<file path="config.mk">
export PLATFORM = sky130hd
export DESIGN_NAME = cpu_core
export DESIGN_NICKNAME = d
export VERILOG_FILES = /design/src/common/cpu_bus_pkg.sv /design/src/common/cpu_isa_pkg.sv /design/src/logic/register_file.sv /design/src/logic/alu_unit.sv /design/src/core/instr_decoder.sv /design/src/core/cpu_control.sv /design/src/core/cpu_core.sv
export SDC_FILE = /design/constraint.sdc
export NUM_CORES = 2
export LEC_CHECK = 0
export BUFFER_PORTS_ARGS = -buffer_cell sky130_fd_sc_hd__buf_2
export CORE_ASPECT_RATIO = 0.6
export CORE_MARGIN = 1.5
export CORE_UTILIZATION = 40
export CTS_CLUSTER_SIZE = 14
export DETAILED_ROUTE_END_ITERATION = 7
export SETUP_SLACK_MARGIN = 0.15
export SLEW_MARGIN = 25
export SYNTH_ARGS = -nofsm -noshare
export SYNTH_HDL_FRONTEND = slang
export SYNTH_SLANG_ARGS = --single-unit
</file>
<file path="constraint.sdc">
create_clock -name clk -period 35.6 [get_ports clk]
set_input_delay 1.78 -clock clk [delete_from_list [all_inputs] [get_ports clk]]
set_output_delay 1.78 -clock clk [all_outputs]
set_load 0.1 [all_outputs]
</file>
<file path="src/common/cpu_bus_pkg.sv">
package cpu_bus_pkg;

  typedef logic [15:0] word_t;  // data or instruction word
  typedef logic [15:0] addr_t;  // word address

  // one memory request per cycle with read and write side by side
  typedef struct packed {
    logic  write_enabled;
    addr_t write_address;
    word_t write_value;
    addr_t read_address;  // data comes back on the next cycle
  } mem_req_t;

endpackage

</file>
<file path="src/common/cpu_isa_pkg.sv">
package cpu_isa_pkg;

  import cpu_bus_pkg::*;

  // upper byte of the first instruction word
  typedef enum logic [7:0] {
    op_jmp       = 8'd1,   // absolute target in word 2
    op_jmp_plus  = 8'd5,   // forward by word 2 instructions
    op_jmp_minus = 8'd7,   // backward by word 2 instructions
    op_ram2reg   = 8'd9,
    op_reg2ram   = 8'd14,
    op_num2reg   = 8'd18,
    op_reg_plus  = 8'd19,
    op_reg_minus = 8'd20,
    op_reg_mul   = 8'd21,
    op_reg_div   = 8'd22
  } opcode_t;

  typedef enum logic [2:0] {
    err_none           = 3'd0,
    err_wrong_address  = 3'd1,
    err_divide_by_zero = 3'd2,
    err_wrong_reg_num  = 3'd3
  } error_code_t;

  typedef enum logic [1:0] {
    alu_add,
    alu_sub,
    alu_mul,
    alu_div
  } alu_op_t;

  typedef logic [4:0] reg_idx_t;

  localparam int reg_count = 32;

  typedef struct packed {
    opcode_t  opcode;
    logic [7:0] high_byte;    // low byte of word 1
    reg_idx_t reg_first;
    logic [5:0] reg_last;     // first register plus count field
    logic     reg_range_bad;  // range runs past the last register
    word_t    operand;        // word 2
  } instr_t;

  function automatic alu_op_t alu_op_of(opcode_t op);
    case (op)
      op_reg_minus: return alu_sub;
      op_reg_mul:   return alu_mul;
      op_reg_div:   return alu_div;
      default:      return alu_add;
    endcase
  endfunction

endpackage

</file>
<file path="src/logic/register_file.sv">
`timescale 1ns/1ps

module register_file
  import cpu_bus_pkg::*;
  import cpu_isa_pkg::*;
(
  input  logic     clk,
  input  logic     reset,
  input  reg_idx_t rd_idx_a,
  input  reg_idx_t rd_idx_b,
  output word_t    rd_value_a,
  output word_t    rd_value_b,
  input  logic     wr_en,
  input  reg_idx_t wr_idx,
  input  word_t    wr_value
);

  word_t regs [reg_count];

  always_ff @(posedge clk) begin
    if (reset) begin
      for (int i = 0; i < reg_count; i++) begin
        regs[i] <= '0;
      end
    end else if (wr_en) begin
      regs[wr_idx] <= wr_value;
    end
  end

  assign rd_value_a = regs[rd_idx_a];  // no read delay
  assign rd_value_b = regs[rd_idx_b];

endmodule

</file>
<file path="src/logic/alu_unit.sv">
`timescale 1ns/1ps

module alu_unit
  import cpu_bus_pkg::*;
  import cpu_isa_pkg::*;
(
  input  logic    clk,
  input  alu_op_t op,
  input  word_t   a,
  input  word_t   b,
  output word_t   result
);

  logic [31:0] product;

  assign product = a * b;

  always_ff @(posedge clk) begin
    case (op)
      alu_add: result <= a + b;  // wraps modulo 2^16
      alu_sub: result <= a - b;
      alu_mul: result <= product[15:0];  // low half only
      alu_div: result <= a / b;  // unsigned, truncating
      default: result <= a;
    endcase
  end

  // control catches a zero divisor before it reaches this unit
  no_div_by_zero : assert property (@(posedge clk) op == alu_div |-> b != '0)
    else $error("divide issued with zero divisor");

endmodule

</file>
<file path="src/core/instr_decoder.sv">
`timescale 1ns/1ps

module instr_decoder
  import cpu_bus_pkg::*;
  import cpu_isa_pkg::*;
(
  input  logic   clk,
  input  logic   reset,
  input  word_t  read_value,
  input  logic   load_word1,
  input  logic   load_word2,
  output instr_t instr
);

  word_t      word1_q;
  word_t      word2_q;
  logic [5:0] reg_last;

  always_ff @(posedge clk) begin
    if (reset) begin
      word1_q <= '0;
      word2_q <= '0;
    end else begin
      if (load_word1) word1_q <= read_value;
      if (load_word2) word2_q <= read_value;
    end
  end

  // count field holds how many registers minus one
  assign reg_last = {1'b0, word1_q[4:0]} + {3'b000, word1_q[7:5]};

  always_comb begin
    instr.opcode        = opcode_t'(word1_q[15:8]);
    instr.high_byte     = word1_q[7:0];
    instr.reg_first     = word1_q[4:0];
    instr.reg_last      = reg_last;
    instr.reg_range_bad = reg_last[5];  // 32 or above
    instr.operand       = word2_q;
  end

endmodule

</file>
<file path="src/core/cpu_control.sv">
`timescale 1ns/1ps

module cpu_control
  import cpu_bus_pkg::*;
  import cpu_isa_pkg::*;
#(
  parameter addr_t program_start = addr_t'(46),
  parameter addr_t program_last  = addr_t'(127)
) (
  input  logic        clk,
  input  logic        reset,
  input  word_t       read_value,
  input  instr_t      instr,
  output logic        load_word1,
  output logic        load_word2,
  output mem_req_t    mem_req,
  output reg_idx_t    rd_idx_a,
  output reg_idx_t    rd_idx_b,
  input  word_t       rd_value_a,
  input  word_t       rd_value_b,
  output logic        wr_en,
  output reg_idx_t    wr_idx,
  output word_t       wr_value,
  output alu_op_t     alu_op,
  output word_t       alu_a,
  output word_t       alu_b,
  input  word_t       alu_result,
  output logic        halted,
  output error_code_t error_code
);

  typedef enum logic [3:0] {
    st_start,      // present pc once after reset
    st_fetch1,
    st_fetch2,
    st_exec,
    st_set,        // num2reg write loop
    st_alu,
    st_ram_read,
    st_ram_write,
    st_halt
  } stage_t;

  stage_t   stage;
  addr_t    pc;        // start of the current instruction until exec
  reg_idx_t cnt;       // register being moved or issued
  addr_t    mem_addr;  // running address of a block move
  reg_idx_t wr_idx_q;  // register of the result leaving the ALU
  logic     result_valid;
  logic     issue_done;
  logic     last;

  error_code_t exec_err;
  stage_t      exec_stage;
  addr_t       exec_pc;
  addr_t       exec_addr;
  addr_t       plus_target;
  logic [17:0] minus_diff;
  logic        minus_bad;

  assign last        = ({1'b0, cnt} == instr.reg_last);
  assign plus_target = pc + {instr.operand[14:0], 1'b0};
  assign minus_diff  = {2'b00, pc} - {1'b0, instr.operand, 1'b0};
  assign minus_bad   = minus_diff[17] || (minus_diff[15:0] < program_start);  // borrow or too low

  // decision taken in the execute cycle
  always_comb begin
    exec_err   = err_none;
    exec_stage = st_fetch1;
    exec_pc    = pc + 16'd2;
    exec_addr  = pc + 16'd2;
    case (instr.opcode)
      op_jmp: begin
        exec_pc   = instr.operand;
        exec_addr = instr.operand;
        if (instr.high_byte != 8'd0 || instr.operand[0] || instr.operand < program_start) begin
          exec_err = err_wrong_address;
        end
      end
      op_jmp_plus: begin
        exec_pc   = plus_target;
        exec_addr = plus_target;
      end
      op_jmp_minus: begin
        exec_pc   = minus_diff[15:0];
        exec_addr = minus_diff[15:0];
        if (minus_bad) exec_err = err_wrong_address;
      end
      op_num2reg: exec_stage = st_set;
      op_reg_plus, op_reg_minus, op_reg_mul: exec_stage = st_alu;
      op_reg_div: begin
        exec_stage = st_alu;
        if (instr.operand == '0) exec_err = err_divide_by_zero;
      end
      op_ram2reg: begin
        exec_stage = st_ram_read;
        exec_addr  = instr.operand;  // first word arrives in st_ram_read
        if (instr.operand < program_start) exec_err = err_wrong_address;
      end
      op_reg2ram: begin
        exec_stage = st_ram_write;
        if (instr.operand < program_start) exec_err = err_wrong_address;
      end
      default: ;  // unknown opcode is skipped
    endcase
    // only register-range instructions pick a stage other than st_fetch1
    if (exec_stage != st_fetch1 && instr.reg_range_bad) exec_err = err_wrong_reg_num;
    if (exec_err != err_none) exec_stage = st_halt;
  end

  always_ff @(posedge clk) begin
    if (reset) begin
      stage        <= st_start;
      pc           <= program_start;
      cnt          <= '0;
      error_code   <= err_none;
      result_valid <= 1'b0;
      issue_done   <= 1'b0;
    end else begin
      case (stage)
        st_start:  stage <= st_fetch1;
        st_fetch1: stage <= (pc > program_last) ? st_halt : st_fetch2;
        st_fetch2: stage <= st_exec;
        st_exec: begin
          stage        <= exec_stage;
          pc           <= exec_pc;
          error_code   <= exec_err;
          cnt          <= instr.reg_first;
          mem_addr     <= instr.operand;
          result_valid <= 1'b0;
          issue_done   <= 1'b0;
        end
        st_set, st_ram_read, st_ram_write: begin
          if (last) begin
            stage <= st_fetch1;
          end else begin
            cnt      <= cnt + 5'd1;
            mem_addr <= mem_addr + 16'd1;
          end
        end
        st_alu: begin
          result_valid <= !issue_done;
          if (!issue_done) begin
            wr_idx_q <= cnt;
            if (last) issue_done <= 1'b1;
            else cnt <= cnt + 5'd1;
          end else begin
            stage <= st_fetch1;  // last result written this cycle
          end
        end
        st_halt: ;
        default: stage <= st_halt;
      endcase
    end
  end

  always_comb begin
    load_word1            = 1'b0;
    load_word2            = 1'b0;
    rd_idx_a              = cnt;  // store path
    rd_idx_b              = cnt;  // ALU operand path
    wr_en                 = 1'b0;
    wr_idx                = cnt;
    wr_value              = instr.operand;
    alu_op                = alu_add;
    alu_a                 = rd_value_b;
    alu_b                 = instr.operand;
    mem_req.write_enabled = 1'b0;
    mem_req.write_address = mem_addr;
    mem_req.write_value   = rd_value_a;
    mem_req.read_address  = pc;  // next fetch after a loop ends
    case (stage)
      st_fetch1: begin
        load_word1           = (pc <= program_last);
        mem_req.read_address = pc + 16'd1;
      end
      st_fetch2: load_word2 = 1'b1;
      st_exec:   mem_req.read_address = exec_addr;
      st_set:    wr_en = 1'b1;
      st_ram_read: begin
        wr_en    = 1'b1;
        wr_value = read_value;
        if (!last) mem_req.read_address = mem_addr + 16'd1;
      end
      st_ram_write: mem_req.write_enabled = 1'b1;
      st_alu: begin
        wr_en    = result_valid;
        wr_idx   = wr_idx_q;
        wr_value = alu_result;
        if (!issue_done) alu_op = alu_op_of(instr.opcode);
      end
      default: ;
    endcase
  end

  assign halted = (stage == st_halt);

  // once halted the core stays halted and never writes memory again
  halt_is_final : assert property (@(posedge clk) disable iff (reset)
    halted |=> halted && !mem_req.write_enabled)
    else $error("memory write or restart after halt");

endmodule

</file>
<file path="src/core/cpu_core.sv">
`timescale 1ns/1ps

module cpu_core
  import cpu_bus_pkg::*;
  import cpu_isa_pkg::*;
#(
  parameter addr_t program_start = addr_t'(46),
  parameter addr_t program_last  = addr_t'(127)
) (
  input  logic        clk,
  input  logic        reset,
  output mem_req_t    mem_req,
  input  word_t       read_value,
  output logic        halted,
  output error_code_t error_code
);

  instr_t   instr;
  logic     load_word1;
  logic     load_word2;
  reg_idx_t rd_idx_a;
  reg_idx_t rd_idx_b;
  word_t    rd_value_a;
  word_t    rd_value_b;
  logic     wr_en;
  reg_idx_t wr_idx;
  word_t    wr_value;
  alu_op_t  alu_op;
  word_t    alu_a;
  word_t    alu_b;
  word_t    alu_result;

  cpu_control #(
    .program_start(program_start),
    .program_last (program_last)
  ) u_control (
    .clk       (clk),
    .reset     (reset),
    .read_value(read_value),
    .instr     (instr),
    .load_word1(load_word1),
    .load_word2(load_word2),
    .mem_req   (mem_req),
    .rd_idx_a  (rd_idx_a),
    .rd_idx_b  (rd_idx_b),
    .rd_value_a(rd_value_a),
    .rd_value_b(rd_value_b),
    .wr_en     (wr_en),
    .wr_idx    (wr_idx),
    .wr_value  (wr_value),
    .alu_op    (alu_op),
    .alu_a     (alu_a),
    .alu_b     (alu_b),
    .alu_result(alu_result),
    .halted    (halted),
    .error_code(error_code)
  );

  instr_decoder u_decoder (
    .clk       (clk),
    .reset     (reset),
    .read_value(read_value),
    .load_word1(load_word1),
    .load_word2(load_word2),
    .instr     (instr)
  );

  register_file u_regs (
    .clk       (clk),
    .reset     (reset),
    .rd_idx_a  (rd_idx_a),
    .rd_idx_b  (rd_idx_b),
    .rd_value_a(rd_value_a),
    .rd_value_b(rd_value_b),
    .wr_en     (wr_en),
    .wr_idx    (wr_idx),
    .wr_value  (wr_value)
  );

  alu_unit u_alu (
    .clk   (clk),
    .op    (alu_op),
    .a     (alu_a),
    .b     (alu_b),
    .result(alu_result)
  );

endmodule

</file>
==> flow_metrics.py <==
metrics = {
    "run_status": {
        "status": "complete, no violations",
    },
    "placement": {
        "io_buffers": 69,
        "hpwl_mm": 105,
        "gp_congestion": 0.966,
        "placed_area_sq_mm": 0.0435,
        "dpl.cell_count": 5442,
    },
    "layout": {
        "area_growth_pct": 10.7,
        "fin_nets": 4465,
        "final_common_cell": "nor2_1",
        "final_cell_mix": "803 x nor2_1, 533 x edfxtp_1, 329 x nand2_1",
        "final_area_sq_mm": 0.0458,
        "finalNonFillerCells": 5570,
        "drive_above_1_share_pct": 12.2,
    },
    "setup_path": {
        "crit_fanout": 27,
        "cpMostUsedCell": "o21a_1",
        "critical_path_buf_inv_count": 6,
        "crit_type": "reg -> reg",
        "cp.depth": 133,
        "critPathMaxStageDelay_ns": 0.69,
        "r2r_cells": 133,
        "worst_ep_arrival_time_ns": 33.60,
        "cp-start-kind": "register",
        "cp-end-kind": "register",
        "critPathTopFamily": "compound AO/OA/AOI/OAI gates",
        "worstPathRequired_ns": 36.14,
        "cpMaxStageDelayCell": "a2111oi_2",
    },
    "routing": {
        "via_per_inst": 6.01,
        "wl_per_cell_um": 26.7,
        "via_count": 33500,
        "drc_errors": 0,
        "wirelength_mm": 149,
        "firstDrtPassIters": 6,
        "ant_nets": 0,
        "drt_iter0_drc": 4873,
    },
    "synth": {
        "synthArstFlopShare_pct": 0,
        "syn-num-nets": 4471,
        "syn_area_sq_mm": 0.0413,
        "synth-main-ff-cell": "edfxtp_1",
        "yosys_warnings": 0,
        "ys_types": 85,
        "avgSynthCellArea_sq_um": 10.0,
        "ys_ff_latch": 615,
        "synth_cells": 4127,
        "ys_seq_area_share_pct": 42.7,
        "synth_edf_count": 533,
    },
    "sta": {
        "worst_pin_slew_ns": 1.09,
        "hold_ws_ns": 0.487,
        "setup-tns-final_ns": 0,
        "report.final.slew_viol_count": 0,
        "finalSetupViolations": 0,
        "fin_crit_sh_pct": 92.9,
        "maxSlewHeadroom_pct": 27.3,
        "hold_viol": 0,
        "fin_crit_ns": 33.06,
        "fmax_mhz": 30.2,
        "finClkSkew_ns": 0.0278,
        "rsz0062_at_grt": "no",
    },
    "worst_hold_path": {
        "hold_depth": 1,
        "hp-class": "reg -> reg",
    },
    "clocking": {
        "clk_latency_ns": 0.67,
        "htree_levels": 3,
        "cts_sinks": 615,
        "clock_path_buffers": 3,
        "tritoncts": "done",
        "cts.clk_slew.worst_paths_ns": 0.08,
        "cts_made_buffers": 66,
        "cts-root-buf": "clkbuf_16",
    },
    "die": {
        "dieArea_sq_mm": 0.105,
        "ios": 71,
        "die_h_um": 252,
        "die_w_um": 418,
        "rows": 91,
        "start_util_pct": 40.3,
        "core_area_sq_mm": 0.103,
    },
    "global_routing": {
        "antenna_found_initial": 4,
        "grt_pass1_vias": 30400,
        "grt_max_degree": 59,
        "grt-ovfl-total": 0,
        "grt_pass1_wl_mm": 214,
        "grt_use_total_pct": 27.9,
    },
    "job": {
        "maxCapViolCount": 0,
    },
}
## flip-flops by register name, summed over array words and instances, names as in the netlist, 5 cells and up, named ones only
register	count
u_alu.result	16
u_control.mem_addr	16
u_control.pc	16
u_control.rd_idx_a	5
u_control.wr_idx_q	5
u_decoder.word1_q	16
u_decoder.word2_q	16
u_regs.regs	512
## metal layers
metal	GRT usage, %	vias to the layer above	routed length [um]
met4	5.07	0	2400
met1	43.8	16500	67700
met5	0	-	0
met2	35.0	2021	55200
li1	-	14800	-
met3	11.3	161	23400
## area by class of cell
| class | instances | area [sq um] |
|---|---|---|
| timing repair buffer | 185 | 1270 |
| clock inverter | 40 | 397 |
| antenna | 2 | 5.00 |
| fill | 9614 | 56800 |
| multi-input combinational | 3051 | 22200 |
| clock buffer | 80 | 1740 |
| inverter | 202 | 758 |
| tap | 1395 | 1750 |
| sequential | 615 | 17700 |
## cell usage after synthesis (all sizes together), types with 36 or more instances
cell	n	area [sq um]
nor2	809	3040
a21o	48	360
fa	84	1680
mux2	44	503
mux2i	109	1100
and2	36	225
a21oi	196	981
dfxtp	82	1640
inv	198	743
clkbuf	216	811
ha	242	3030
nand2b	64	400
o21a	54	405
edfxtp	533	16000
xor2	52	455
mux4	111	2510
buf	43	224
nand2	330	1240
nand3	66	330
xnor2	108	946
o21ai	145	729
nor3	97	485
## through the flow
step | setup slack (ns) | util (%)
6_report | 2.54 | 44.6
5_1_grt | 0.142 | 44.6
4_1_cts | 2.40 | 44.5
3_5_place_dp | 2.51 | 42.4
3_3_place_gp | 3.30 | 42.4
2_1_floorplan | 4.63 | -
## what timing repair did
| action | 4_1_cts | 5_1_grt |
|---|---|---|
| setup buffers | 0 | 1 |
| endpoints found under the setup margin | 0 | 1 |
| resized for setup | 0 | 8 |
| hold buffers | 0 | 0 |
| hold endpoints to repair | 0 | 0 |
## logic make-up (layout without fill, tap and decap cells)
kind of cell	Yosys count	count (layout)	share of synthesized area [%]
adder cells (fa/ha/maj)	326	326	11.4
buffers and inverters	461	507	4.34
AO/OA/AOI/OAI	732	732	11.6
other	1	3	0.00908
multiplexers	264	264	9.97
AND/OR/NAND/NOR	1566	1566	16.4
XOR/XNOR	162	162	3.50
flip-flops	615	615	42.7
## path summary, 6_finish.rpt
path	from	endpoint	slack (ns)
worst max-delay path	register	u_alu.result[0]	2.54
worst min-delay path	u_control.result_valid	u_control.result_valid	0.49
worst max register to register	register	u_alu.result[0]	2.54
worst min register to register	u_control.result_valid	u_control.result_valid	0.49
Power is not shown: default switching activity piles up to over one toggle a cycle in this logic, so the estimate is an artifact.
